### src/hdl/capture_pkg.sv
`default_nettype none

package capture_pkg;

    localparam int SAMPLE_W   = 12;  // adc sample
    localparam int WORD_W     = 64;  // packed output word
    localparam int PRESAMP_W  = 15;
    localparam int COUNT_W    = 32;
    localparam int DOWNSAMP_W = 13;
    localparam int ERR_W      = 5;

    // drain wait in S_DONE, filler reads start below FILLER_START
    localparam int DONE_WAIT    = 20;
    localparam int FILLER_START = 6;

    typedef enum logic [2:0] {
        S_IDLE,
        S_PRESAMP_FILLING,
        S_PRESAMP_FULL,
        S_TRIGGERED,
        S_DONE
    } capture_state_t;

    typedef struct packed {
        logic presamp_err;     // trigger before presamples filled
        logic downsample_err;  // presample and downsample both set
        logic clip_err;
        logic fifo_overflow;
        logic fifo_underflow;
    } error_flags_t;

    // named flags for setting, plain vector for clearing and OR-ing
    typedef union packed {
        error_flags_t          flag;
        logic [ERR_W-1:0]      vec;
    } error_stat_u;

endpackage

`default_nettype wire

### src/hdl/sample_if.sv
`timescale 1ns/1ns
`default_nettype none

interface sample_if;
    import capture_pkg::*;

    logic                wr;
    logic                rd;
    logic [SAMPLE_W-1:0] dout;       // valid the cycle after rd
    logic                empty;
    logic                overflow;   // registered pulses
    logic                underflow;

    modport fifo (input wr, input rd, output dout, output empty,
                  output overflow, output underflow);

    modport ctrl (output wr, output rd, input empty);

    modport mon (input dout, input rd, input overflow, input underflow);

endinterface

`default_nettype wire

### src/hdl/word_packer.sv
`timescale 1ns/1ns
`default_nettype none

module word_packer (
    input  logic                            adc_sampleclk,
    input  logic                            reset,
    sample_if.mon                           fifo,
    input  capture_pkg::capture_state_t     state_i,
    input  logic                            pack_en_i,
    input  logic                            filler_i,
    output logic [capture_pkg::WORD_W-1:0]  word_o,
    output logic                            word_valid_o
);
    import capture_pkg::*;

    localparam int SHIFT_W = 6 * SAMPLE_W;

    logic [SHIFT_W-1:0]  shifter;
    logic [SHIFT_W-1:0]  shifted;
    logic [SAMPLE_W-1:0] sample;
    logic [1:0]          word_cnt;   // word within a group of 16 samples
    logic [2:0]          samp_cnt;
    logic                pack_q;     // dout holds a sample for packing
    logic                take;
    logic                word_end;
    logic                group_start;

    assign group_start = (word_cnt == 2'd0) && (samp_cnt == 3'd0);
    // filler zeros only until the current group of 16 is complete
    assign take     = (pack_q && !fifo.underflow) || (filler_i && !group_start);
    assign sample   = pack_q ? fifo.dout : '0;
    assign shifted  = {shifter[SHIFT_W-SAMPLE_W-1:0], sample};
    assign word_end = (word_cnt == 2'd0) ? (samp_cnt == 3'd5) : (samp_cnt == 3'd4);
    assign word_valid_o = take && word_end;

    // 6, 5, 5 samples per word, oldest bits at the top
    always_comb begin
        case (word_cnt)
            2'd0:    word_o = shifted[71:8];
            2'd1:    word_o = shifted[67:4];
            default: word_o = shifted[63:0];
        endcase
    end

    always_ff @(posedge adc_sampleclk) begin
        if (take)
            shifter <= shifted;
    end

    always_ff @(posedge adc_sampleclk) begin
        if (reset || state_i == S_IDLE) begin
            pack_q   <= 1'b0;
            word_cnt <= '0;
            samp_cnt <= '0;
        end else begin
            pack_q <= fifo.rd && pack_en_i;
            if (take) begin
                if (word_end) begin
                    samp_cnt <= '0;
                    word_cnt <= (word_cnt == 2'd2) ? 2'd0 : word_cnt + 1'b1;
                end else begin
                    samp_cnt <= samp_cnt + 1'b1;
                end
            end
        end
    end

endmodule

`default_nettype wire

### src/flat_wrapper.sv
// flat-port wrapper written by rule: the top's interface ports become plain ports
module word_packer_flat import capture_pkg::*;
  (adc_sampleclk, reset, state_i, pack_en_i, filler_i, word_o, word_valid_o, fifo_dout, fifo_rd, fifo_overflow, fifo_underflow);
  sample_if fifo_i ();
  input  logic adc_sampleclk;
  input  logic reset;
  input  capture_pkg::capture_state_t state_i;
  input  logic pack_en_i;
  input  logic filler_i;
  output logic [capture_pkg::WORD_W-1:0] word_o;
  output logic word_valid_o;
  input wire logic [$bits(fifo_i.dout)-1:0] fifo_dout;
  input wire logic [$bits(fifo_i.rd)-1:0] fifo_rd;
  input wire logic [$bits(fifo_i.overflow)-1:0] fifo_overflow;
  input wire logic [$bits(fifo_i.underflow)-1:0] fifo_underflow;
  assign fifo_i.dout = fifo_dout;
  assign fifo_i.rd = fifo_rd;
  assign fifo_i.overflow = fifo_overflow;
  assign fifo_i.underflow = fifo_underflow;
  word_packer u_core (.adc_sampleclk(adc_sampleclk), .reset(reset), .fifo(fifo_i), .state_i(state_i), .pack_en_i(pack_en_i), .filler_i(filler_i), .word_o(word_o), .word_valid_o(word_valid_o));
endmodule
### config.mk
export PLATFORM = sky130hd
export DESIGN_NAME = word_packer_flat
export DESIGN_NICKNAME = d
export VERILOG_FILES = /design/src/hdl/capture_pkg.sv /design/src/hdl/sample_if.sv /design/src/hdl/word_packer.sv /design/src/flat_wrapper.sv
export SDC_FILE = /design/constraint.sdc
export NUM_CORES = 1
export LEC_CHECK = 0
export BUFFER_PORTS_ARGS = -buffer_cell sky130_fd_sc_hd__buf_2
export CORE_MARGIN = 3
export CORE_UTILIZATION = 52
export CTS_CLUSTER_SIZE = 28
export DETAILED_ROUTE_END_ITERATION = 12
export HOLD_SLACK_MARGIN = 0.02
export PLACE_DENSITY = 0.8
export SYNTH_ARGS = -nofsm -noshare
export SYNTH_HDL_FRONTEND = slang
export SYNTH_SLANG_ARGS = --single-unit
### constraint.sdc
create_clock -name adc_sampleclk -period 2.26 [get_ports adc_sampleclk]
set_input_delay 0.339 -clock adc_sampleclk [delete_from_list [all_inputs] [get_ports adc_sampleclk]]
set_output_delay 0.339 -clock adc_sampleclk [all_outputs]
set_load 0.1 [all_outputs]
==> out/metrics.csv <==
stage,metric,value,unit
clock_tree,post-CTS resize count,0,
timing,min Tclk post-route,2120,ps
yosys,Syn Area/Cell,10.7,µm²
yosys,largest family of logic cells by synthesized area,multiplexers,
timing,Hold WS,232,ps
global_routing,first-pass GRT wire length,12.5,mm
timing,worst setup margin,138,ps
drt,DR vias,2699,
clock_tree,H-tree depth,3,
power,sw power,813,µW
cells_and_area,"Area growth, synth to finish",49.1,%
timing,max_slew headroom,0.574,
yosys,Yosys warnings,0,
die,Die ar.,0.00779,mm²
worst_setup_path,Crit-path slowest cell,dfxtp_1,
outcome,status,"finished, final reports clean",
yosys,XOR/XNOR Fraction of Synth Area,0,
timing,RSZ-0062 raised after global routing,no,
yosys,Synth cell types,25,
clock_tree,CTS max path bufs,2,
placed_design,gpl congestion,0.731,
drt,vias per cell,5.53,
power,Leak,0.00177,µW
cells_and_area,"commonest non-fill, non-tap cell in the layout",nand2_1,
die,row cnt,29,
yosys,mux cell area share after synthesis,0.185,
global_routing,initial antenna violation count,0,
drt,routed len/inst,15.4,µm
worst_setup_path,Top Family by Delay on Critical Path,flip-flops,
drt,met1 wire length,3.28,mm
drt,DR pass1 iterations,4,
worst_setup_path,CP Capture Type,output pin,
run,max cap viols,0,
clock_tree,clk slew on worst S/H paths,70,ps
worst_setup_path,"Critical Path, Cell by Cell",inv_1 -> ha_1 -> nor4b_1 -> o22a_4 -> nor2_2 -> buf_12,
yosys,"Cell Area, Synth",0.00352,mm²
placed_design,placed cell area,0.00506,mm²
drt,DR WL met2,3.59,mm
clock_tree,CTS Sinks,66,
power,sw frac,0.297,
worst_setup_path,Worst Setup Start Kind,register,
timing,measured slew at the worst slew-check pin,637,ps
global_routing,Total GRT Usage,0.205,
worst_setup_path,CP max stage delay,390,ps
die,I/O pin total,87,
cells_and_area,Fillers,359,
placed_design,placement-stage worst setup slack,394,ps
drt,Antenna Nets Post-Route,0,
hold_path,Worst Hold Class,in -> reg,
timing,"Period Utilization, post-route",0.939,
clock_tree,clock latency on the worst-skew pair,330,ps
cells_and_area,Finished Cell Area,0.00525,mm²
power,peak supply drop,0.000397,V
placed_design,Final HPWL DP,5.09,mm
placed_design,port bufs,85,
power,Seq pwr share,0.515,
drt,Remaining DRCs,0,
timing,Final Slew Violations,0,
die,Core Region,0.00646,mm²
power,Logic pwr share,0.197,
drt,DR iter-0 viols,110,
yosys,Synth Area in Compound Gates,0.104,
timing,Worst Clk Skew,6.45,ps
timing,setup tns final,0,ps
yosys,post-synthesis simple-gate area fraction,0.120,
worst_setup_path,Crit Path Class,reg -> out,
timing,number of failing hold endpoints at the final stage,0,
drt,top sig layer,met4,
power,overall power,2740,µW
global_routing,largest net degree at the start of global routing,59,
drt,final wirelength,7.50,mm
global_routing,vias in the first global route,2654,
cells_and_area,layout cells sized above 1,0.421,
power,clock power share,0.288,
cells_and_area,fin nets,431,
cells_and_area,antenna cells,0,
worst_setup_path,CP bufs+invs,2,
power,Pint,1920,µW
worst_setup_path,Worst EP required,1920,ps
die,Die W,88.2,µm
die,DIE HEIGHT,88.2,µm
die,Initial Util,0.545,
timing,Max Freq,471,MHz
clock_tree,CTS Root Cell,clkbuf_8,
drt,met3 wire len,483,µm
yosys,syn_nets,352,
yosys,Synth Area in Adders,0.00711,
worst_setup_path,CP max FO,7,
cells_and_area,most frequent cells in the layout,"nand2_1 (68), mux2i_1 (65), o21ai_2 (62)",
power,Power Density,521,mW/mm²
clock_tree,CTS tree,done,
worst_setup_path,Worst EP arrival,1780,ps
yosys,post-synthesis register bit count,66,
global_routing,GRT overflow,0,
clock_tree,CTS buffer count,9,
yosys,sequential area share after synthesis,0.546,
timing,Setup Viol. Count Final,0,
clock_tree,cts hold-fix bufs,0,
yosys,Post-Synthesis Cells,328,
-- layer usage --
layer  GRT usage  up-vias
met5           0        -
li1            -     1367
met2       0.325       78
met4      0.0824        0
met3      0.0568       12
met1       0.268     1242
-- kinds of logic (layout without fill, tap and decap cells) --
family                     count (synthesis)  in the layout
and+or+nand+nor                           95             95
buffers and inverters                     30            113
muxes                                     65             65
AOI/OAI and AO/OA                         70             70
DFF                                       66             66
adders and majority gates                  2              2
-- state kept, by name (all words and copies together) (netlist names) --
| register | cells |
|---|---|
| u_core.word_cnt | 2 |
| u_core.shifter | 60 |
| u_core.pack_q | 1 |
| u_core.samp_cnt | 3 |
-- synth_stat cells --
cell      number  area (µm²)
and2_1        12        75.1
nand4_1        1        6.26
nand3b_1       1        7.51
nand2_1       68         255
or4_1          1        7.51
mux2i_1       65         651
ha_1           2        25.0
nand4b_1       2        17.5
inv_2          2        7.51
nor3_1         1        5.00
o22a_4         1        17.5
a21boi_1       1        7.51
buf_2          6        30.0
o21ai_0        1        5.00
clkbuf_1      16        60.1
or3_1          1        6.26
nor4b_1        1        8.76
nor2_1         2        7.51
dfxtp_1        6         120
buf_4          3        22.5
inv_1          3        11.3
and3_1         1        6.26
nand3_1        4        20.0
edfxtp_1      60        1800
o21ai_1       67         335
-- final timing paths --
check             slack, ps          startpoint  cells after the start            endpoint
setup / recovery        140  u_core.samp_cnt[0]                      6        word_valid_o
hold / removal          230           pack_en_i                      2       u_core.pack_q
setup reg to reg        440  u_core.samp_cnt[0]                      6  u_core.shifter[57]
hold reg to reg         480  u_core.samp_cnt[1]                      2  u_core.samp_cnt[1]
-- area by class of cell --
| type | instances | area (µm²) | share of cell area |
|---|---|---|---|
| flip-flops and latches | 66 | 1930 | 0.368 |
| clock inverters | 5 | 22.5 | 0.00429 |
| multi-input cells | 232 | 1700 | 0.324 |
| inverters | 5 | 18.8 | 0.00358 |
| repair buffers | 93 | 1350 | 0.258 |
| clock buffers | 10 | 128 | 0.0243 |
| well taps | 77 | 96.3 | 0.0184 |
-- worst reg2reg max path, delay by kind of cell (launching register included) --
kind                     cells  cell delay, ps
buffers and inverters        3             510
AND/OR/NAND/NOR              1             150
flip-flops                   1             390
AO/OA/AOI/OAI                1             230
adder cells (fa/ha/maj)      1             190
-- power groups by stage --
stage	Combinational [µW]	Sequential, µW	Clock (µW)
after CTS	542	1410	804
after global placement	536	1430	0
final	539	1410	787
after detailed placement	541	1440	0
after floorplan	359	1430	0
after global routing	559	1420	865
-- what timing repair did --
item,4_1_cts,5_1_grt
hold endpoints to repair,0,0
setup buffers,0,2
setup endpoints to repair,0,44
-- through the flow --
stage,utilization,cells
after floorplan,-,328
after global placement,0.783,471
after detailed placement,0.783,471
after CTS,0.807,486
after global routing,0.812,488
final,0.812,488
No activity file was read; power rests on OpenSTA's default activity.
