`src/hdl/capture_pkg.sv`:
```
`default_nettype none

package capture_pkg;

    localparam int SAMPLE_W   = 12;  // adc sample
    localparam int WORD_W     = 64;  // packed output word
    localparam int PRESAMP_W  = 15;
    localparam int COUNT_W    = 32;
    localparam int DOWNSAMP_W = 13;
    localparam int ERR_W      = 5;

    // drain wait in S_DONE, filler reads start below FILLER_START
    localparam int DONE_WAIT    = 20;
    localparam int FILLER_START = 6;

    typedef enum logic [2:0] {
        S_IDLE,
        S_PRESAMP_FILLING,
        S_PRESAMP_FULL,
        S_TRIGGERED,
        S_DONE
    } capture_state_t;

    typedef struct packed {
        logic presamp_err;     // trigger before presamples filled
        logic downsample_err;  // presample and downsample both set
        logic clip_err;
        logic fifo_overflow;
        logic fifo_underflow;
    } error_flags_t;

    // named flags for setting, plain vector for clearing and OR-ing
    typedef union packed {
        error_flags_t          flag;
        logic [ERR_W-1:0]      vec;
    } error_stat_u;

endpackage

`default_nettype wire

```
`src/hdl/sample_if.sv`:
```
`timescale 1ns/1ns
`default_nettype none

interface sample_if;
    import capture_pkg::*;

    logic                wr;
    logic                rd;
    logic [SAMPLE_W-1:0] dout;       // valid the cycle after rd
    logic                empty;
    logic                overflow;   // registered pulses
    logic                underflow;

    modport fifo (input wr, input rd, output dout, output empty,
                  output overflow, output underflow);

    modport ctrl (output wr, output rd, input empty);

    modport mon (input dout, input rd, input overflow, input underflow);

endinterface

`default_nettype wire

```
`src/hdl/capture_fsm.sv`:
```
`timescale 1ns/1ns
`default_nettype none

module capture_fsm #(
    parameter int FIFO_DEPTH = 1024
) (
    input  logic                                adc_sampleclk,
    input  logic                                reset,
    input  logic                                arm_i,
    input  logic                                capture_go_i,
    input  logic [capture_pkg::PRESAMP_W-1:0]   presample_i,
    input  logic [capture_pkg::COUNT_W-1:0]     max_samples_i,
    input  logic [capture_pkg::DOWNSAMP_W-1:0]  downsample_i,
    sample_if.ctrl                              fifo,
    output capture_pkg::capture_state_t         state_o,
    output logic                                pack_en_o,
    output logic                                filler_o,
    output logic                                armed_o,
    output logic                                capture_done_o,
    output logic                                arm_pulse_o,
    output logic                                presamp_err_o,
    output logic                                downsample_err_o
);
    import capture_pkg::*;

    capture_state_t        state;
    logic                  arm_r;
    logic                  go_r;
    logic                  go_r2;
    logic                  trig;
    logic [DOWNSAMP_W-1:0] ds_cnt;
    logic                  ds_strobe;
    logic [PRESAMP_W-1:0]  pres_cnt;
    logic [COUNT_W-1:0]    held;        // presamples actually kept in the fifo
    logic [COUNT_W-1:0]    sample_cnt;
    logic [4:0]            wait_cnt;
    logic [3:0]            fill_left;

    assign trig    = go_r && !go_r2;
    assign state_o = state;
    assign held    = (pres_cnt >= FIFO_DEPTH) ? COUNT_W'(FIFO_DEPTH) : COUNT_W'(pres_cnt);

    assign fifo.wr = ds_strobe && (state == S_PRESAMP_FILLING || state == S_PRESAMP_FULL ||
                                   state == S_TRIGGERED);
    assign pack_en_o = (state == S_TRIGGERED) || (state == S_DONE);
    // drop the oldest presample on every write once full
    assign fifo.rd  = (state == S_PRESAMP_FULL && fifo.wr) || (pack_en_o && !fifo.empty);
    assign filler_o = (state == S_DONE) && (wait_cnt < FILLER_START) && (fill_left != 4'd0);

    always_ff @(posedge adc_sampleclk) begin
        if (reset) begin
            arm_r       <= 1'b0;
            arm_pulse_o <= 1'b0;
            go_r        <= 1'b0;
            go_r2       <= 1'b0;
        end else begin
            arm_r       <= arm_i;
            arm_pulse_o <= arm_i && !arm_r;
            go_r        <= capture_go_i;
            go_r2       <= go_r;
        end
    end

    // keeps one sample in downsample_i+1, realigned on the trigger
    always_ff @(posedge adc_sampleclk) begin
        if (reset || arm_pulse_o) begin
            ds_cnt    <= '0;
            ds_strobe <= 1'b0;
        end else if (ds_cnt == downsample_i || trig) begin
            ds_cnt    <= '0;
            ds_strobe <= 1'b1;
        end else begin
            ds_cnt    <= ds_cnt + 1'b1;
            ds_strobe <= 1'b0;
        end
    end

    always_ff @(posedge adc_sampleclk) begin
        if (reset) begin
            state            <= S_IDLE;
            armed_o          <= 1'b0;
            capture_done_o   <= 1'b0;
            pres_cnt         <= '0;
            sample_cnt       <= '0;
            wait_cnt         <= '0;
            fill_left        <= '0;
            presamp_err_o    <= 1'b0;
            downsample_err_o <= 1'b0;
        end else begin
            presamp_err_o    <= (state == S_PRESAMP_FILLING) && trig;
            downsample_err_o <= arm_pulse_o && (downsample_i != '0) && (presample_i != '0);
            if (arm_pulse_o) begin
                armed_o        <= 1'b1;
                capture_done_o <= 1'b0;
            end
            case (state)
                S_IDLE: begin
                    pres_cnt   <= '0;
                    sample_cnt <= '0;
                    wait_cnt   <= 5'(DONE_WAIT);
                    fill_left  <= 4'd0 - max_samples_i[3:0];  // zeros to close a group of 16
                    if (armed_o && presample_i != '0)
                        state <= S_PRESAMP_FILLING;
                    else if (armed_o && trig)
                        state <= S_TRIGGERED;
                end
                S_PRESAMP_FILLING: begin
                    if (trig) begin  // early trigger, flagged as presamp error
                        sample_cnt <= held + COUNT_W'(fifo.wr);
                        state      <= S_TRIGGERED;
                    end else if (fifo.wr) begin
                        pres_cnt <= pres_cnt + 1'b1;
                        if (pres_cnt + 1'b1 == presample_i)
                            state <= S_PRESAMP_FULL;
                    end
                end
                S_PRESAMP_FULL: begin
                    if (trig) begin
                        sample_cnt <= held;  // presamples count toward max_samples_i
                        state      <= S_TRIGGERED;
                    end
                end
                S_TRIGGERED: begin
                    if (fifo.wr) begin
                        sample_cnt <= sample_cnt + 1'b1;
                        if (sample_cnt + 1'b1 >= max_samples_i) begin
                            state          <= S_DONE;
                            armed_o        <= 1'b0;
                            capture_done_o <= 1'b1;
                        end
                    end
                end
                S_DONE: begin
                    // drain the fifo, then wait and send the filler zeros
                    if (fifo.empty && wait_cnt != '0)
                        wait_cnt <= wait_cnt - 1'b1;
                    if (filler_o)
                        fill_left <= fill_left - 1'b1;
                    if (fifo.empty && wait_cnt == '0 && fill_left == '0)
                        state <= S_IDLE;
                end
                default: state <= S_IDLE;
            endcase
        end
    end

endmodule

`default_nettype wire

```
`src/flat_wrapper.sv`:
```
// flat-port wrapper written by rule: the top's interface ports become plain ports
module capture_fsm_flat import capture_pkg::*;
#(
    parameter int FIFO_DEPTH = 1024
)
  (adc_sampleclk, reset, arm_i, capture_go_i, presample_i, max_samples_i, downsample_i, state_o, pack_en_o, filler_o, armed_o, capture_done_o, arm_pulse_o, presamp_err_o, downsample_err_o, fifo_wr, fifo_rd, fifo_empty);
  sample_if fifo_i ();
  input  logic adc_sampleclk;
  input  logic reset;
  input  logic arm_i;
  input  logic capture_go_i;
  input  logic [capture_pkg::PRESAMP_W-1:0] presample_i;
  input  logic [capture_pkg::COUNT_W-1:0] max_samples_i;
  input  logic [capture_pkg::DOWNSAMP_W-1:0] downsample_i;
  output capture_pkg::capture_state_t state_o;
  output logic pack_en_o;
  output logic filler_o;
  output logic armed_o;
  output logic capture_done_o;
  output logic arm_pulse_o;
  output logic presamp_err_o;
  output logic downsample_err_o;
  output wire logic [$bits(fifo_i.wr)-1:0] fifo_wr;
  output wire logic [$bits(fifo_i.rd)-1:0] fifo_rd;
  input wire logic [$bits(fifo_i.empty)-1:0] fifo_empty;
  assign fifo_wr = fifo_i.wr;
  assign fifo_rd = fifo_i.rd;
  assign fifo_i.empty = fifo_empty;
  capture_fsm #(.FIFO_DEPTH(FIFO_DEPTH)) u_core (.adc_sampleclk(adc_sampleclk), .reset(reset), .arm_i(arm_i), .capture_go_i(capture_go_i), .presample_i(presample_i), .max_samples_i(max_samples_i), .downsample_i(downsample_i), .fifo(fifo_i), .state_o(state_o), .pack_en_o(pack_en_o), .filler_o(filler_o), .armed_o(armed_o), .capture_done_o(capture_done_o), .arm_pulse_o(arm_pulse_o), .presamp_err_o(presamp_err_o), .downsample_err_o(downsample_err_o));
endmodule
```
`config.mk`:
```
export PLATFORM = sky130hd
export DESIGN_NAME = capture_fsm_flat
export DESIGN_NICKNAME = d
export VERILOG_FILES = /design/src/hdl/capture_pkg.sv /design/src/hdl/sample_if.sv /design/src/hdl/capture_fsm.sv /design/src/flat_wrapper.sv
export SDC_FILE = /design/constraint.sdc
export NUM_CORES = 1
export LEC_CHECK = 0
export BUFFER_PORTS_ARGS = -buffer_cell sky130_fd_sc_hd__buf_2
export CORE_MARGIN = 2
export CORE_UTILIZATION = 59
export CTS_CLUSTER_DIAMETER = 150
export DETAILED_ROUTE_END_ITERATION = 16
export GPL_TIMING_DRIVEN = 0
export PLACE_DENSITY = 0.8
export RECOVER_POWER = 100
export SETUP_SLACK_MARGIN = 0.1
export SLEW_MARGIN = 20
export SYNTH_ARGS = -nofsm -noshare
export SYNTH_HDL_FRONTEND = slang
export SYNTH_SLANG_ARGS = --single-unit
```
`constraint.sdc`:
```
create_clock -name adc_sampleclk -period 4.7 [get_ports adc_sampleclk]
set_input_delay 0.47 -clock adc_sampleclk [delete_from_list [all_inputs] [get_ports adc_sampleclk]]
set_output_delay 0.47 -clock adc_sampleclk [all_outputs]
set_load 0.01 [all_outputs]
```
==> qor.txt <==
M2 GR Usage: 54.87%
min-delay src: capture_go_i
Worst Hold End: u_core.go_r
global-route wire length before repair: 26970 um
GRT Overall Usage: 29.92%
sequential area share after synthesis: 26.99%
Worst Setup Start Kind: register
clk slew on worst S/H paths: 0.10 ns
top post-synthesis cells by area: dfxtp_1 (27%), ha_1 (8.7%), xnor2_1 (7.3%)
Tcrit/Tclk final: 92.91%
RR Startpoint: u_core.sample_cnt[0]
dpl hpwl: 12830 um
Layout area overhead: 12.68%
Hold Path Class: in2reg
Tmin final: 4.367 ns
vias: 6084
met1 Resource Use GR: 35.24%
Fin. Hold Viols: 0
CP Capture Type: register
slowest stage delay, CP: 0.49 ns
grt met3 use: 5.178%
WS Path Type: reg2reg
post-DR wirelength/cell: 16.62 um
final setup fails: 0
Root Buffer: clkbuf_8
Rows: 36
syn nets: 890
total routed wirelength: 16780 um
initial antenna violation count: 0
Skew-Pair Late Insertion Delay: 0.38 ns
most common cell after layout, fill and taps aside: nor2_1
DR iter-0 viols: 470
IO Port Bufs: 76
cell taking the most area after synthesis: dfxtp_1
max-cap check violation count: 0
vias in the first global route: 5763
Remaining Overflow, GRT: 0
Post-synth EDFFs: 0
CTS Hold Bufs: 0
data arrival time of the worst path: 4.68 ns
layout cells sized above 1: 12.66%
CTS tree: yes
routability cong.: 0.9556
worst hold slack: 0.3060 ns
Die Ht: 104.9 um
fmax: 0.2290 GHz
die width: 104.9 um
CTS Buf Count: 9
Synth Instances: 783
Mapped Area: 0.006008 sq mm
worst reg2reg path endpoint: u_core.state_o[0]
Crit path required time: 5.01 ns
core box area: 0.009819 sq mm
RSZ-0062 raised after global routing: false
ANT nets after route: 0
H-tree depth: 3
clk_skew: 0.01043 ns
clock sinks: 81
number of diodes: 0
Yosys warnings: 0
Clock Path Buffers: 2
CP max FO: 6
Worst path slowest cell: or4b_1
Leakage: 0.002887 uW
most frequent cells in the layout: nor2_1 (95), dfxtp_1 (81), buf_2 (69)
# IOs: 77
PD cells: 345.0 mW/mm^2
Slew Limit Fails: 0
grt peak-use layer: met2
post-layout util: 68.95%
Reg2Reg Setup Slack: 0.33 ns
largest net degree at the start of global routing: 17
Rel. slew slack: 50.01%
Yosys top cell area share: 26.99%
Initial Util: 61.19%
Hold Path Depth: 2
setup_tns: 0 ns
Yosys reg bits: 81
Tightest Pin Transition: 0.7483 ns
Vias per Instance: 6.024
syn_area_per_cell: 7.673 sq um
Netlist cell types: 67
fillcell total: 873
prevailing post-synth register cell: dfxtp_1
die area: 0.01101 sq mm
crit-path cells: ha_1 > inv_1 > or2_2 > buf_2 > nor4_4 > and3_1 > and3_1 > and3_1 > xor2_1 > ha_1 > nand4_1 > nor3_2 > nand2_1 > o211ai_1 > nor3_1 > nor3b_1 > or4b_1 > a21oi_1
status: completed
Async SR Flop Fraction: 0%
Layout Nets: 979
VDD IR max: 0.2605 mV
DRC viols: 0
Worst Reg2Reg Path Length in Cells: 18
most used cell, CP: and3_1
drt pass-1 iters: 5
worst max-delay path: cells and delay by family, from the launching register on:
kind            cells  cell delay [ns]
simple gates       11             2.61
fa+ha+maj           2             0.55
flops               1             0.48
compound gates      2             0.32
buf+inv             2             0.23
xor+xnor            1             0.11
routing by layer:
metal	up-vias	wire, um	share of wire, %
li1	2977	-	-
met1	2838	6895	41
met2	231	8467	50
met3	38	1027	6.1
met4	0	391	2.3
met5	-	0	0
cell usage after synthesis, types with 3 or more instances:
master	instances
nor2_1	95
dfxtp_1	81
nand2_1	58
inv_1	50
xnor2_1	50
a21oi_1	44
ha_1	42
nand3_1	37
o21ai_0	34
xor2_1	33
nor3_1	28
clkbuf_1	20
and3_1	18
nand4_1	17
a22oi_1	14
nor4_1	13
a311oi_1	12
a211oi_1	11
a21o_1	10
buf_2	10
nor2b_1	10
a31oi_1	8
nand2b_1	7
and2_1	6
buf_4	5
nor3b_1	5
and4_1	4
o22ai_1	4
or3_1	4
a221oi_1	3
nand3b_1	3
o21a_1	3
or2_2	3
power by group:
group          internal [uW]  leakage (uW)  switching, uW  total (uW)
Combinational            305       0.00212            606         911
Sequential               755      0.000657           87.8         843
Clock                    272      0.000111            309         582
Total                   1330       0.00289           1000        2340
kinds of logic (layout without fill, tap and decap cells):
logic type / count (synthesis) / in the layout / share of synthesized area, %
AND/OR/NAND/NOR: 324 / 324 / 27.91
AO/OA/AOI/OAI: 165 / 165 / 17.99
buffers and inverters: 87 / 181 / 6.081
XOR/XNOR: 83 / 83 / 12.10
flip-flops: 81 / 81 / 26.99
adder cells (fa/ha/maj): 42 / 42 / 8.746
multiplexers: 1 / 1 / 0.1874
state kept, by name, indices dropped and copies added (netlist names):
name,flops
u_core.armed_o,1
u_core.ds_strobe,1
u_core.go_r2,1
u_core.pres_cnt,15
u_core.go_r,1
u_core.presamp_err_o,1
u_core.arm_r,1
u_core.wait_cnt,5
u_core.arm_pulse_o,1
u_core.sample_cnt,32
u_core.state_o,3
u_core.fill_left,4
u_core.downsample_err_o,1
u_core.capture_done_o,1
u_core.ds_cnt,13
stage by stage:
stage          cells  power, uW  worst slack, ns  cell area (sq um)
2_1_floorplan    783       1456           0.9242               6008
3_3_place_gp     992       1711           0.4430               6555
3_5_place_dp     992       1743           0.2684               6555
4_1_cts         1008       2315           0.2392               6771
5_1_grt         1010       2458          0.08730               6770
6_report        1010       2335           0.3333               6770
worst max-delay path by stage:
stage	end	startpoint	cells past startpoint
floorplan	u_core.state_o[0]	u_core.sample_cnt[0]	18
global placement	u_core.state_o[0]	u_core.sample_cnt[9]	15
detailed placement	u_core.state_o[0]	u_core.sample_cnt[0]	18
CTS	u_core.state_o[0]	u_core.sample_cnt[0]	18
global route	u_core.state_o[0]	u_core.sample_cnt[9]	15
finish	u_core.state_o[0]	u_core.sample_cnt[0]	18
area by class of cell:
cell class / count / area (sq um) / share of cell area [%]
multi-input cells: 615 / 4026 / 59.47
flip-flops and latches: 81 / 1622 / 23.95
repair buffers: 78 / 379.1 / 5.600
inverters: 50 / 187.7 / 2.772
plain buffers: 37 / 172.7 / 2.550
well taps: 133 / 166.4 / 2.458
clock buffers: 10 / 137.6 / 2.033
clock inverters: 6 / 78.83 / 1.164
timing repair:
action | in CTS | in global routing
buffers inserted | 0 | 2
resized for setup | 0 | 1
endpoints found under the setup margin | 0 | 3
(Power assumes the default switching activity.)
