<file path="src/hdl/capture_pkg.sv">
`default_nettype none

package capture_pkg;

    localparam int SAMPLE_W   = 12;  // adc sample
    localparam int WORD_W     = 64;  // packed output word
    localparam int PRESAMP_W  = 15;
    localparam int COUNT_W    = 32;
    localparam int DOWNSAMP_W = 13;
    localparam int ERR_W      = 5;

    // drain wait in S_DONE, filler reads start below FILLER_START
    localparam int DONE_WAIT    = 20;
    localparam int FILLER_START = 6;

    typedef enum logic [2:0] {
        S_IDLE,
        S_PRESAMP_FILLING,
        S_PRESAMP_FULL,
        S_TRIGGERED,
        S_DONE
    } capture_state_t;

    typedef struct packed {
        logic presamp_err;     // trigger before presamples filled
        logic downsample_err;  // presample and downsample both set
        logic clip_err;
        logic fifo_overflow;
        logic fifo_underflow;
    } error_flags_t;

    // named flags for setting, plain vector for clearing and OR-ing
    typedef union packed {
        error_flags_t          flag;
        logic [ERR_W-1:0]      vec;
    } error_stat_u;

endpackage

`default_nettype wire

</file>
<file path="src/hdl/sample_if.sv">
`timescale 1ns/1ns
`default_nettype none

interface sample_if;
    import capture_pkg::*;

    logic                wr;
    logic                rd;
    logic [SAMPLE_W-1:0] dout;       // valid the cycle after rd
    logic                empty;
    logic                overflow;   // registered pulses
    logic                underflow;

    modport fifo (input wr, input rd, output dout, output empty,
                  output overflow, output underflow);

    modport ctrl (output wr, output rd, input empty);

    modport mon (input dout, input rd, input overflow, input underflow);

endinterface

`default_nettype wire

</file>
<file path="src/hdl/error_status.sv">
`timescale 1ns/1ns
`default_nettype none

module error_status (
    input  logic                          adc_sampleclk,
    input  logic                          reset,
    input  logic                          arm_pulse_i,
    input  logic                          clear_errors_i,
    sample_if.mon                         fifo,
    input  capture_pkg::capture_state_t   state_i,
    input  logic                          presamp_err_i,
    input  logic                          downsample_err_i,
    output logic                          error_flag_o,
    output capture_pkg::error_stat_u      error_stat_o,
    output capture_pkg::error_stat_u      first_error_stat_o,
    output capture_pkg::capture_state_t   first_error_state_o
);
    import capture_pkg::*;

    error_stat_u cause;
    logic        pack_rd_q;   // dout is a sample headed for the packer
    logic        clip;

    assign clip = pack_rd_q && !fifo.underflow &&
                  ((fifo.dout == '1) || (fifo.dout == '0));

    always_comb begin
        cause.flag.presamp_err    = presamp_err_i;
        cause.flag.downsample_err = downsample_err_i;
        cause.flag.clip_err       = clip;
        cause.flag.fifo_overflow  = fifo.overflow;
        cause.flag.fifo_underflow = fifo.underflow;
    end

    always_ff @(posedge adc_sampleclk) begin
        if (reset)
            pack_rd_q <= 1'b0;
        else
            pack_rd_q <= fifo.rd && (state_i == S_TRIGGERED || state_i == S_DONE);
    end

    always_ff @(posedge adc_sampleclk) begin
        if (reset || arm_pulse_i || clear_errors_i) begin
            error_flag_o        <= 1'b0;
            error_stat_o        <= '0;
            first_error_stat_o  <= '0;
            first_error_state_o <= S_IDLE;
        end else begin
            error_stat_o.vec <= error_stat_o.vec | cause.vec;  // sticky
            if (cause.vec != '0) begin
                error_flag_o <= 1'b1;
                if (!error_flag_o) begin
                    first_error_stat_o  <= cause;
                    first_error_state_o <= state_i;
                end
            end
        end
    end

endmodule

`default_nettype wire

</file>
<file path="src/flat_wrapper.sv">
// flat-port wrapper written by rule: the top's interface ports become plain ports
module error_status_flat import capture_pkg::*;
  (adc_sampleclk, reset, arm_pulse_i, clear_errors_i, state_i, presamp_err_i, downsample_err_i, error_flag_o, error_stat_o, first_error_stat_o, first_error_state_o, fifo_dout, fifo_rd, fifo_overflow, fifo_underflow);
  sample_if fifo_i ();
  input  logic adc_sampleclk;
  input  logic reset;
  input  logic arm_pulse_i;
  input  logic clear_errors_i;
  input  capture_pkg::capture_state_t state_i;
  input  logic presamp_err_i;
  input  logic downsample_err_i;
  output logic error_flag_o;
  output capture_pkg::error_stat_u error_stat_o;
  output capture_pkg::error_stat_u first_error_stat_o;
  output capture_pkg::capture_state_t first_error_state_o;
  input wire logic [$bits(fifo_i.dout)-1:0] fifo_dout;
  input wire logic [$bits(fifo_i.rd)-1:0] fifo_rd;
  input wire logic [$bits(fifo_i.overflow)-1:0] fifo_overflow;
  input wire logic [$bits(fifo_i.underflow)-1:0] fifo_underflow;
  assign fifo_i.dout = fifo_dout;
  assign fifo_i.rd = fifo_rd;
  assign fifo_i.overflow = fifo_overflow;
  assign fifo_i.underflow = fifo_underflow;
  error_status u_core (.adc_sampleclk(adc_sampleclk), .reset(reset), .arm_pulse_i(arm_pulse_i), .clear_errors_i(clear_errors_i), .fifo(fifo_i), .state_i(state_i), .presamp_err_i(presamp_err_i), .downsample_err_i(downsample_err_i), .error_flag_o(error_flag_o), .error_stat_o(error_stat_o), .first_error_stat_o(first_error_stat_o), .first_error_state_o(first_error_state_o));
endmodule
</file>
<file path="config.mk">
export PLATFORM = sky130hd
export DESIGN_NAME = error_status_flat
export DESIGN_NICKNAME = d
export VERILOG_FILES = /design/src/hdl/capture_pkg.sv /design/src/hdl/sample_if.sv /design/src/hdl/error_status.sv /design/src/flat_wrapper.sv
export SDC_FILE = /design/constraint.sdc
export NUM_CORES = 1
export LEC_CHECK = 0
export BUFFER_PORTS_ARGS = -buffer_cell sky130_fd_sc_hd__buf_4
export CAP_MARGIN = 20
export CORE_MARGIN = 8
export CORE_UTILIZATION = 45
export DETAILED_ROUTE_END_ITERATION = 12
export HOLD_SLACK_MARGIN = 0.12
export PLACE_DENSITY = 0.84
export SLEW_MARGIN = 20
export SYNTH_ARGS = -nofsm -noshare
export SYNTH_HDL_FRONTEND = slang
export SYNTH_SLANG_ARGS = --single-unit
</file>
<file path="constraint.sdc">
create_clock -name adc_sampleclk -period 2.35 [get_ports adc_sampleclk]
set_input_delay 0.47 -clock adc_sampleclk [delete_from_list [all_inputs] [get_ports adc_sampleclk]]
set_output_delay 0.47 -clock adc_sampleclk [all_outputs]
set_load 0.005 [all_outputs]
</file>
==> metrics.md, run 1 <==
| Metric | Value |
|---|---|
| Status | finished, final reports clean |
| Critical Path RT | approximately 1.9 ns |
| Synth Cell Area | ~680 um^2 |
| Syn nets | 94 |
| HPWL after DPL | approximately 1.4 mm |
| RSZ-0062 raised after global routing | false |
| YS warnings | 0 |
| Vias in the first global route | around 670 |
| Seq cells post-synth | 15 |
| Relative slew slack | around 73% |
| Setup TNS | 0 ns |
| Hold Buf Count CTS | 0 |
| Worst clock skew | ~0.003 ns |
| Max rail drop VDD | between 0.3 and 0.4 mV |
| Final Worst Setup Slack | about 0.95 ns |
| Clock buffer depth | 2 |
| Initial core utilization | between 40 and 50% |
| Std-Cell Rows | 14 |
| Crit-path slowest cell | dfxtp_1 |
| R2R cell count | 4 |
| Post-Synthesis Cells | 70 |
| Kind of critical path | reg -> out |
| CTS tree | built |
| Die ar. | between 3000 and 4000 um^2 |
| Nets | approximately 140 |
| Setup Buffers After CTS | 0 |
| Max Freq | a little over 700 MHz |
| Most common cell in the netlist | dfxtp_1 |
| Total congestion overflow | 0 |
| Slew Limit Fails | 0 |
| Crit-path cells | buf_4 |
| H-Tree Level Count | 1 |
| DR vias/cell | 5.198 |
| Sequential area share after synthesis | 44.28% |
| Largest net degree at the start of global routing | 23 |
| Final worst-path cycle share | 59.45% |
| 1st-iter DRT viols | 8 |
| Routability cong. | 0.7228 |
| Core area | about 1500 um^2 |
| Critical path's top delay family | flip-flops |
| Crit path arrival time | just over 0.9 ns |
| Worst skew pair latency | around 0.28 ns |
| Fraction of registers with async set or reset after synthesis | 0% |
| Drt total wl | between 1.5 and 2 mm |
| Critical path endpoint category | output pin |
| Synth area leaders | dfxtp_1, nand2_1, nor4_2, o21a_1, mux2i_1 |
| Root Buffer Master | clkbuf_4 |
| PostCTS Resize Cnt | 0 |
| Reg clk slew, reported paths | ~0.090 ns |
| Die width | between 50 and 60 um |
| Most used DFF post-synth | dfxtp_1 |
| Netlist cell types | 24 |
| CTS Sinks | 15 |
| Pre-CTS WS | ~0.83 ns |
| # fillers | 122 |
| Hold crit path type | in -> reg |
| Fraction of final layout cells sized beyond drive strength 1 | 43.64% |
| First-pass GRT wire length | around 2.7 mm |
| All-Layer GR Usage | 11.90% |
| # setup viols final | 0 |
| Area of the multi-input gates | 365.4 um^2 |
| Area Growth Syn to Fin | 47.60% |
| Via count | around 660 |
| CTS Buf Count | 3 |
| Cell taking the most area after synthesis | dfxtp_1 |
| CP Launch Type | flip-flop |
| Antenna Violating Nets Remaining | 0 |
| Yosys top cell area share | approximately 44% |
| Avg Cell Area, Syn | approximately 9.7 um^2 |
| Critical path's largest stage delay | approximately 0.48 ns |
| Buf/Inv on CP | 1 |
| MaxCap Viol Count | 0 |
| Critical Path Stages | 1 |
| Port-buffer cells | 37 |
| Hold Path Cell Cnt | 2 |
| EDFF count, synth | 0 |
| ANT cells | 0 |
| Worst Tran Pin Value | a little over 0.4 ns |
| I/O pins | 38 |
| DRC | 0 |
| Storage cell area | ~300 um^2 |
| Power Density | just under 500 nW/um^2 |
| Lkg Pwr | just over 0.4 nW |
| Most instantiated cells after synthesis | dfxtp_1, nand2_1, o21a_1 |
| Crit path time final | around 1.4 ns |
| WL/cell | ~13 um |
| Endpoints failing hold | 0 |
| Detailed Routing Iterations Pass 1 | 4 |
| Critical Path Fanout Max | 8 |
| Antenna violations before repair | 0 |
| Die height | around 55 um |
| Worst Hold Margin | 0.3580 ns |
## state kept, by name, summed over array words and instances, names as in the netlist
register,flops
u_core.error_stat_o,5
u_core.first_error_stat_o,5
u_core.error_flag_o,1
u_core.pack_rd_q,1
u_core.first_error_state_o,3
## cell usage in the layout, fill, tap and decap left out, types with 2 or more instances in the layout
master / instances
a21oi_1: 3
and4_1: 3
buf_4: 38
clkbuf_4: 3
dfxtp_1: 15
mux2i_1: 3
nand2_1: 12
nand3_1: 3
nand3b_1: 3
nand4_1: 2
nor3b_1: 2
nor4_2: 3
o21a_1: 5
o21ai_0: 4
## layout make-up
class | instances | area share [%]
inverter | 1 | 0.3750
sequential | 15 | 30.00
timing repair buffer | 38 | 28.50
tap | 16 | 2.000
multi-input combinational | 52 | 36.50
clock buffer | 4 | 2.625
## cells by family (layout without fill, tap and decap cells)
family,count (synthesis),after routing,share of synthesized area [%]
AOI/OAI and AO/OA,15,15,14.95
buffers and inverters,3,43,1.843
DFF,15,15,44.28
muxes,3,3,4.428
and+or+nand+nor,34,34,34.50
## report_power, final
part	internal [mW]	leakage, nW	switching [mW]	total [mW]
clock	0.0658	0.0150	0.0795	0.145
sequential	0.261	0.122	0.00436	0.265
combinational	0.0438	0.279	0.0292	0.0730
## worst paths after layout
path / from / to / slack (ns)
max reg2reg: u_core.error_flag_o / u_core.first_error_state_o[0] / 1.03
min reg2reg: u_core.first_error_stat_o[3] / u_core.first_error_stat_o[3] / 0.46
min: reset / u_core.pack_rd_q / 0.36
max: u_core.error_flag_o / error_flag_o / 0.95
## stage by stage
| stage | power, mW | util, % | instance area [um^2] | std cells |
|---|---|---|---|---|
| floorplan | 0.2924 | - | 678.2 | 70 |
| global placement | 0.3433 | 67.04 | 974.7 | 122 |
| detailed placement | 0.3450 | 67.04 | 974.7 | 122 |
| CTS | 0.4870 | 68.85 | 1001 | 126 |
| global route | 0.5091 | 68.85 | 1001 | 126 |
| finish | 0.4832 | 68.85 | 1001 | 126 |
## routing by layer
layer  GRT usage [%]  share of wire, %
met1           12.25                40
met2           20.38                50
met3           2.989               7.4
met4           8.607               2.3
met5               0                 0
No activity file was read; power rests on OpenSTA's default activity.
==> run 2: changes to the inputs <==
--- a/config.mk
+++ b/config.mk
@@ -8,10 +8,10 @@
 export BUFFER_PORTS_ARGS = -buffer_cell sky130_fd_sc_hd__buf_4
 export CAP_MARGIN = 20
 export CORE_MARGIN = 8
-export CORE_UTILIZATION = 45
+export CORE_UTILIZATION = 42
 export DETAILED_ROUTE_END_ITERATION = 12
 export HOLD_SLACK_MARGIN = 0.12
-export PLACE_DENSITY = 0.84
+export PLACE_DENSITY = 0.8
 export SLEW_MARGIN = 20
 export SYNTH_ARGS = -nofsm -noshare
 export SYNTH_HDL_FRONTEND = slang
==> constraint.sdc (replaced) <==
create_clock -name adc_sampleclk -period 1.3 [get_ports adc_sampleclk]
set_input_delay 0.26 -clock adc_sampleclk [delete_from_list [all_inputs] [get_ports adc_sampleclk]]
set_output_delay 0.26 -clock adc_sampleclk [all_outputs]
set_load 0.005 [all_outputs]
==> run 2 against run 1 <==
Against the previous run:
- clock skew up 0.0083 ns
- wire length up 11%
- setup slack worse by 0.86 ns
- critical path depth up 3
==> metrics.md, run 2 (same netlist as run 1, synthesis figures left out) <==
| Metric | Value |
|---|---|
| Status | finished, final reports clean (unchanged) |
| Die ar. | 3156 um^2 (was 3005 um^2) |
| Root Buffer Master | clkbuf_4 (unchanged) |
| DR vias/cell | 5.258 (was 5.198) |
| Crit path time final | ~1.2 ns |
| Final worst-path cycle share | ~93% |
| Endpoints failing hold | 0 (unchanged) |
| Crit path arrival time | 1.43 ns (was 0.93 ns) |
| Tot Pwr | 0.8920 mW (was 0.4832 mW) |
| Critical path's top delay family | simple AND/OR/NAND/NOR gates (was flip-flops) |
| Hold crit path type | in -> reg (unchanged) |
| CP Launch Type | flip-flop (unchanged) |
| Final Worst Setup Slack | 0.09341 ns (was 0.9530 ns) |
| Critical Path Fanout Max | 8 (unchanged) |
| Critical path's largest stage delay | 0.34 ns (was 0.48 ns) |
| Core area | 1506 um^2 (was 1454 um^2) |
| First-pass GRT wire length | 2.967 mm (was 2.677 mm) |
| Slew Limit Fails | 0 (unchanged) |
| Worst R2R Start | u_core.pack_rd_q (was u_core.error_flag_o) |
| Drt total wl | 1.807 mm (was 1.622 mm) |
| Largest net degree at the start of global routing | 14 (was 23) |
| WL/cell | 14.12 um (was 12.87 um) |
| R2R cell count | 4 (unchanged) |
| H-Tree Level Count | 1 (unchanged) |
| Cell area after layout | 1035 um^2 (was 1001 um^2) |
| Critical path endpoint category | flip-flop (was output pin) |
| R2R setup slack | 0.09 ns (was 1.03 ns) |
| Antenna Violating Nets Remaining | 0 (unchanged) |
| Die height | 56.18 um (was 54.82 um) |
| Placed inst area | 989.7 um^2 (was 974.7 um^2) |
| Crit-path cells | nor3b_4 > nand4_1 > o211ai_4 > mux2i_1 (was buf_4) |
| All-Layer GR Usage | 11.39% (was 11.90%) |
| Pre-CTS WS | -0.06538 ns (was 0.8300 ns) |
| Max Freq | just over 800 MHz |
| Initial core utilization | 45.02% (was 46.64%) |
| # fillers | 134 (was 122) |
| I/O pins | 38 (unchanged) |
| Hold Path Cell Cnt | 2 (unchanged) |
| Fin cells | 128 (was 126) |
| Std-Cell Rows | 14 (unchanged) |
| Top Registers | u_core.error_stat_o: 5 flops, u_core.first_error_stat_o: 5 flops, u_core.first_error_state_o: 3 flops (unchanged) |
| 1st-iter DRT viols | 11 (was 8) |
| Worst skew pair latency | 0.29 ns (was 0.28 ns) |
| Crit-path slowest cell | dfxtp_2 (was dfxtp_1) |
| DRC | 0 (unchanged) |
| Critical Path Stages | 4 (was 1) |
| Vias in the first global route | 700 (was 667) |
| Reg clk slew, reported paths | 0.10 ns (was 0.09 ns) |
| DP Cell Count | 124 (was 122) |
| Kind of critical path | reg -> reg (was reg -> out) |
| Setup Buffers After CTS | 0 (unchanged) |
| Total congestion overflow | 0 (unchanged) |
| Antenna violations before repair | 0 (unchanged) |
| Most common cell after layout, fill and taps aside | buf_4 (unchanged) |
| Critical Path RT | 1.52 ns (was 1.88 ns) |
| Via count | 673 (was 655) |
| Crit path launch | u_core.pack_rd_q (was u_core.error_flag_o) |
| Setup TNS | 0 ns (unchanged) |
| Max rail drop VDD | 0.5175 mV (was 0.3345 mV) |
| Crit path to | u_core.first_error_state_o[0] (was error_flag_o) |
| Area Growth Syn to Fin | 52.58% (was 47.60%) |
| Power Density | 862.1 nW/um^2 (was 482.7 nW/um^2) |
| Detailed Routing Iterations Pass 1 | 4 (unchanged) |
| Buf/Inv on CP | 0 (was 1) |
| Lkg Pwr | 0.4312 nW (was 0.4158 nW) |
| CTS Buf Count | 3 (unchanged) |
| Clock buffer depth | 2 (unchanged) |
| Commonest cells after routing, fill and taps aside | buf_4, dfxtp_1, nand2_1 (unchanged) |
| Fraction of final layout cells sized beyond drive strength 1 | 47.32% (was 43.64%) |
| Nets | 137 (was 135) |
| Worst clock skew | 0.01134 ns (was 0.003009 ns) |
| Relative slew slack | 77.04% (was 73.05%) |
| Port-buffer cells | 37 (unchanged) |
| MaxCap Viol Count | 0 (unchanged) |
| # setup viols final | 0 (unchanged) |
| RSZ-0062 raised after global routing | true (was false) |
| ANT cells | 0 (unchanged) |
| CTS Sinks | 15 (unchanged) |
| CTS tree | built (unchanged) |
| R2R Path End | u_core.first_error_state_o[0] (unchanged) |
| Routability cong. | 0.7695 (was 0.7228) |
| Die width | 56.18 um (was 54.82 um) |
| Worst Tran Pin Value | 0.3418 ns (was 0.4031 ns) |
==> run 2: worst min-delay path by stage <==
stage                           startpoint                endpoint
floorplan                            reset        u_core.pack_rd_q
global placement    u_core.error_stat_o[4]  u_core.error_stat_o[4]
detailed placement  u_core.error_stat_o[1]  u_core.error_stat_o[1]
CTS                                  reset        u_core.pack_rd_q
global route                         reset        u_core.pack_rd_q
finish                               reset        u_core.pack_rd_q
==> run 2: through the flow <==
stage                     hold slack, ns  utilization, %
after floorplan                   0.3361               -
after global placement            0.4363           65.70
after detailed placement          0.4418           65.70
final                             0.1267           68.69
after global routing              0.1152           68.69
after CTS                         0.1357           67.52
==> run 2: area by class of cell <==
class	instances	area, um^2	area share (%)
clock buffers	3	22.52	2.177
clock inverters	1	5.005	0.4837
inverters	1	3.754	0.3628
multi-input cells	52	380.4	36.76
flip-flops and latches	15	302.8	29.26
well taps	16	20.02	1.935
repair buffers	40	300.3	29.02
==> run 2: worst reg2reg max path: cells and delay by family, from the launching register on <==
family             cells  cell delay [ns]
DFF                    1             0.34
and+or+nand+nor        2             0.37
AOI/OAI and AO/OA      1             0.19
muxes                  1             0.24
==> run 2: layer usage <==
metal  vias up  share of wire (%)  global-route usage [%]
li1        340                  -                       -
met1       304                 40                   11.05
met2        25                 50                   18.86
met3         4                7.8                   4.795
met4         0                2.7                   8.247
met5         -                  0                       0
==> run 2: power by group <==
group	internal (mW)	total, mW	leakage (nW)	switching, mW
Clock	0.114	0.272	0.0177	0.157
Sequential	0.471	0.478	0.123	0.00659
Combinational	0.0843	0.142	0.291	0.0582
Total	0.670	0.892	0.431	0.222
==> run 2: repair_timing <==
item                                    in CTS  in global routing
resized for setup                            0                  4
hold buffers                                 0                  0
endpoints found under the setup margin       0                  7
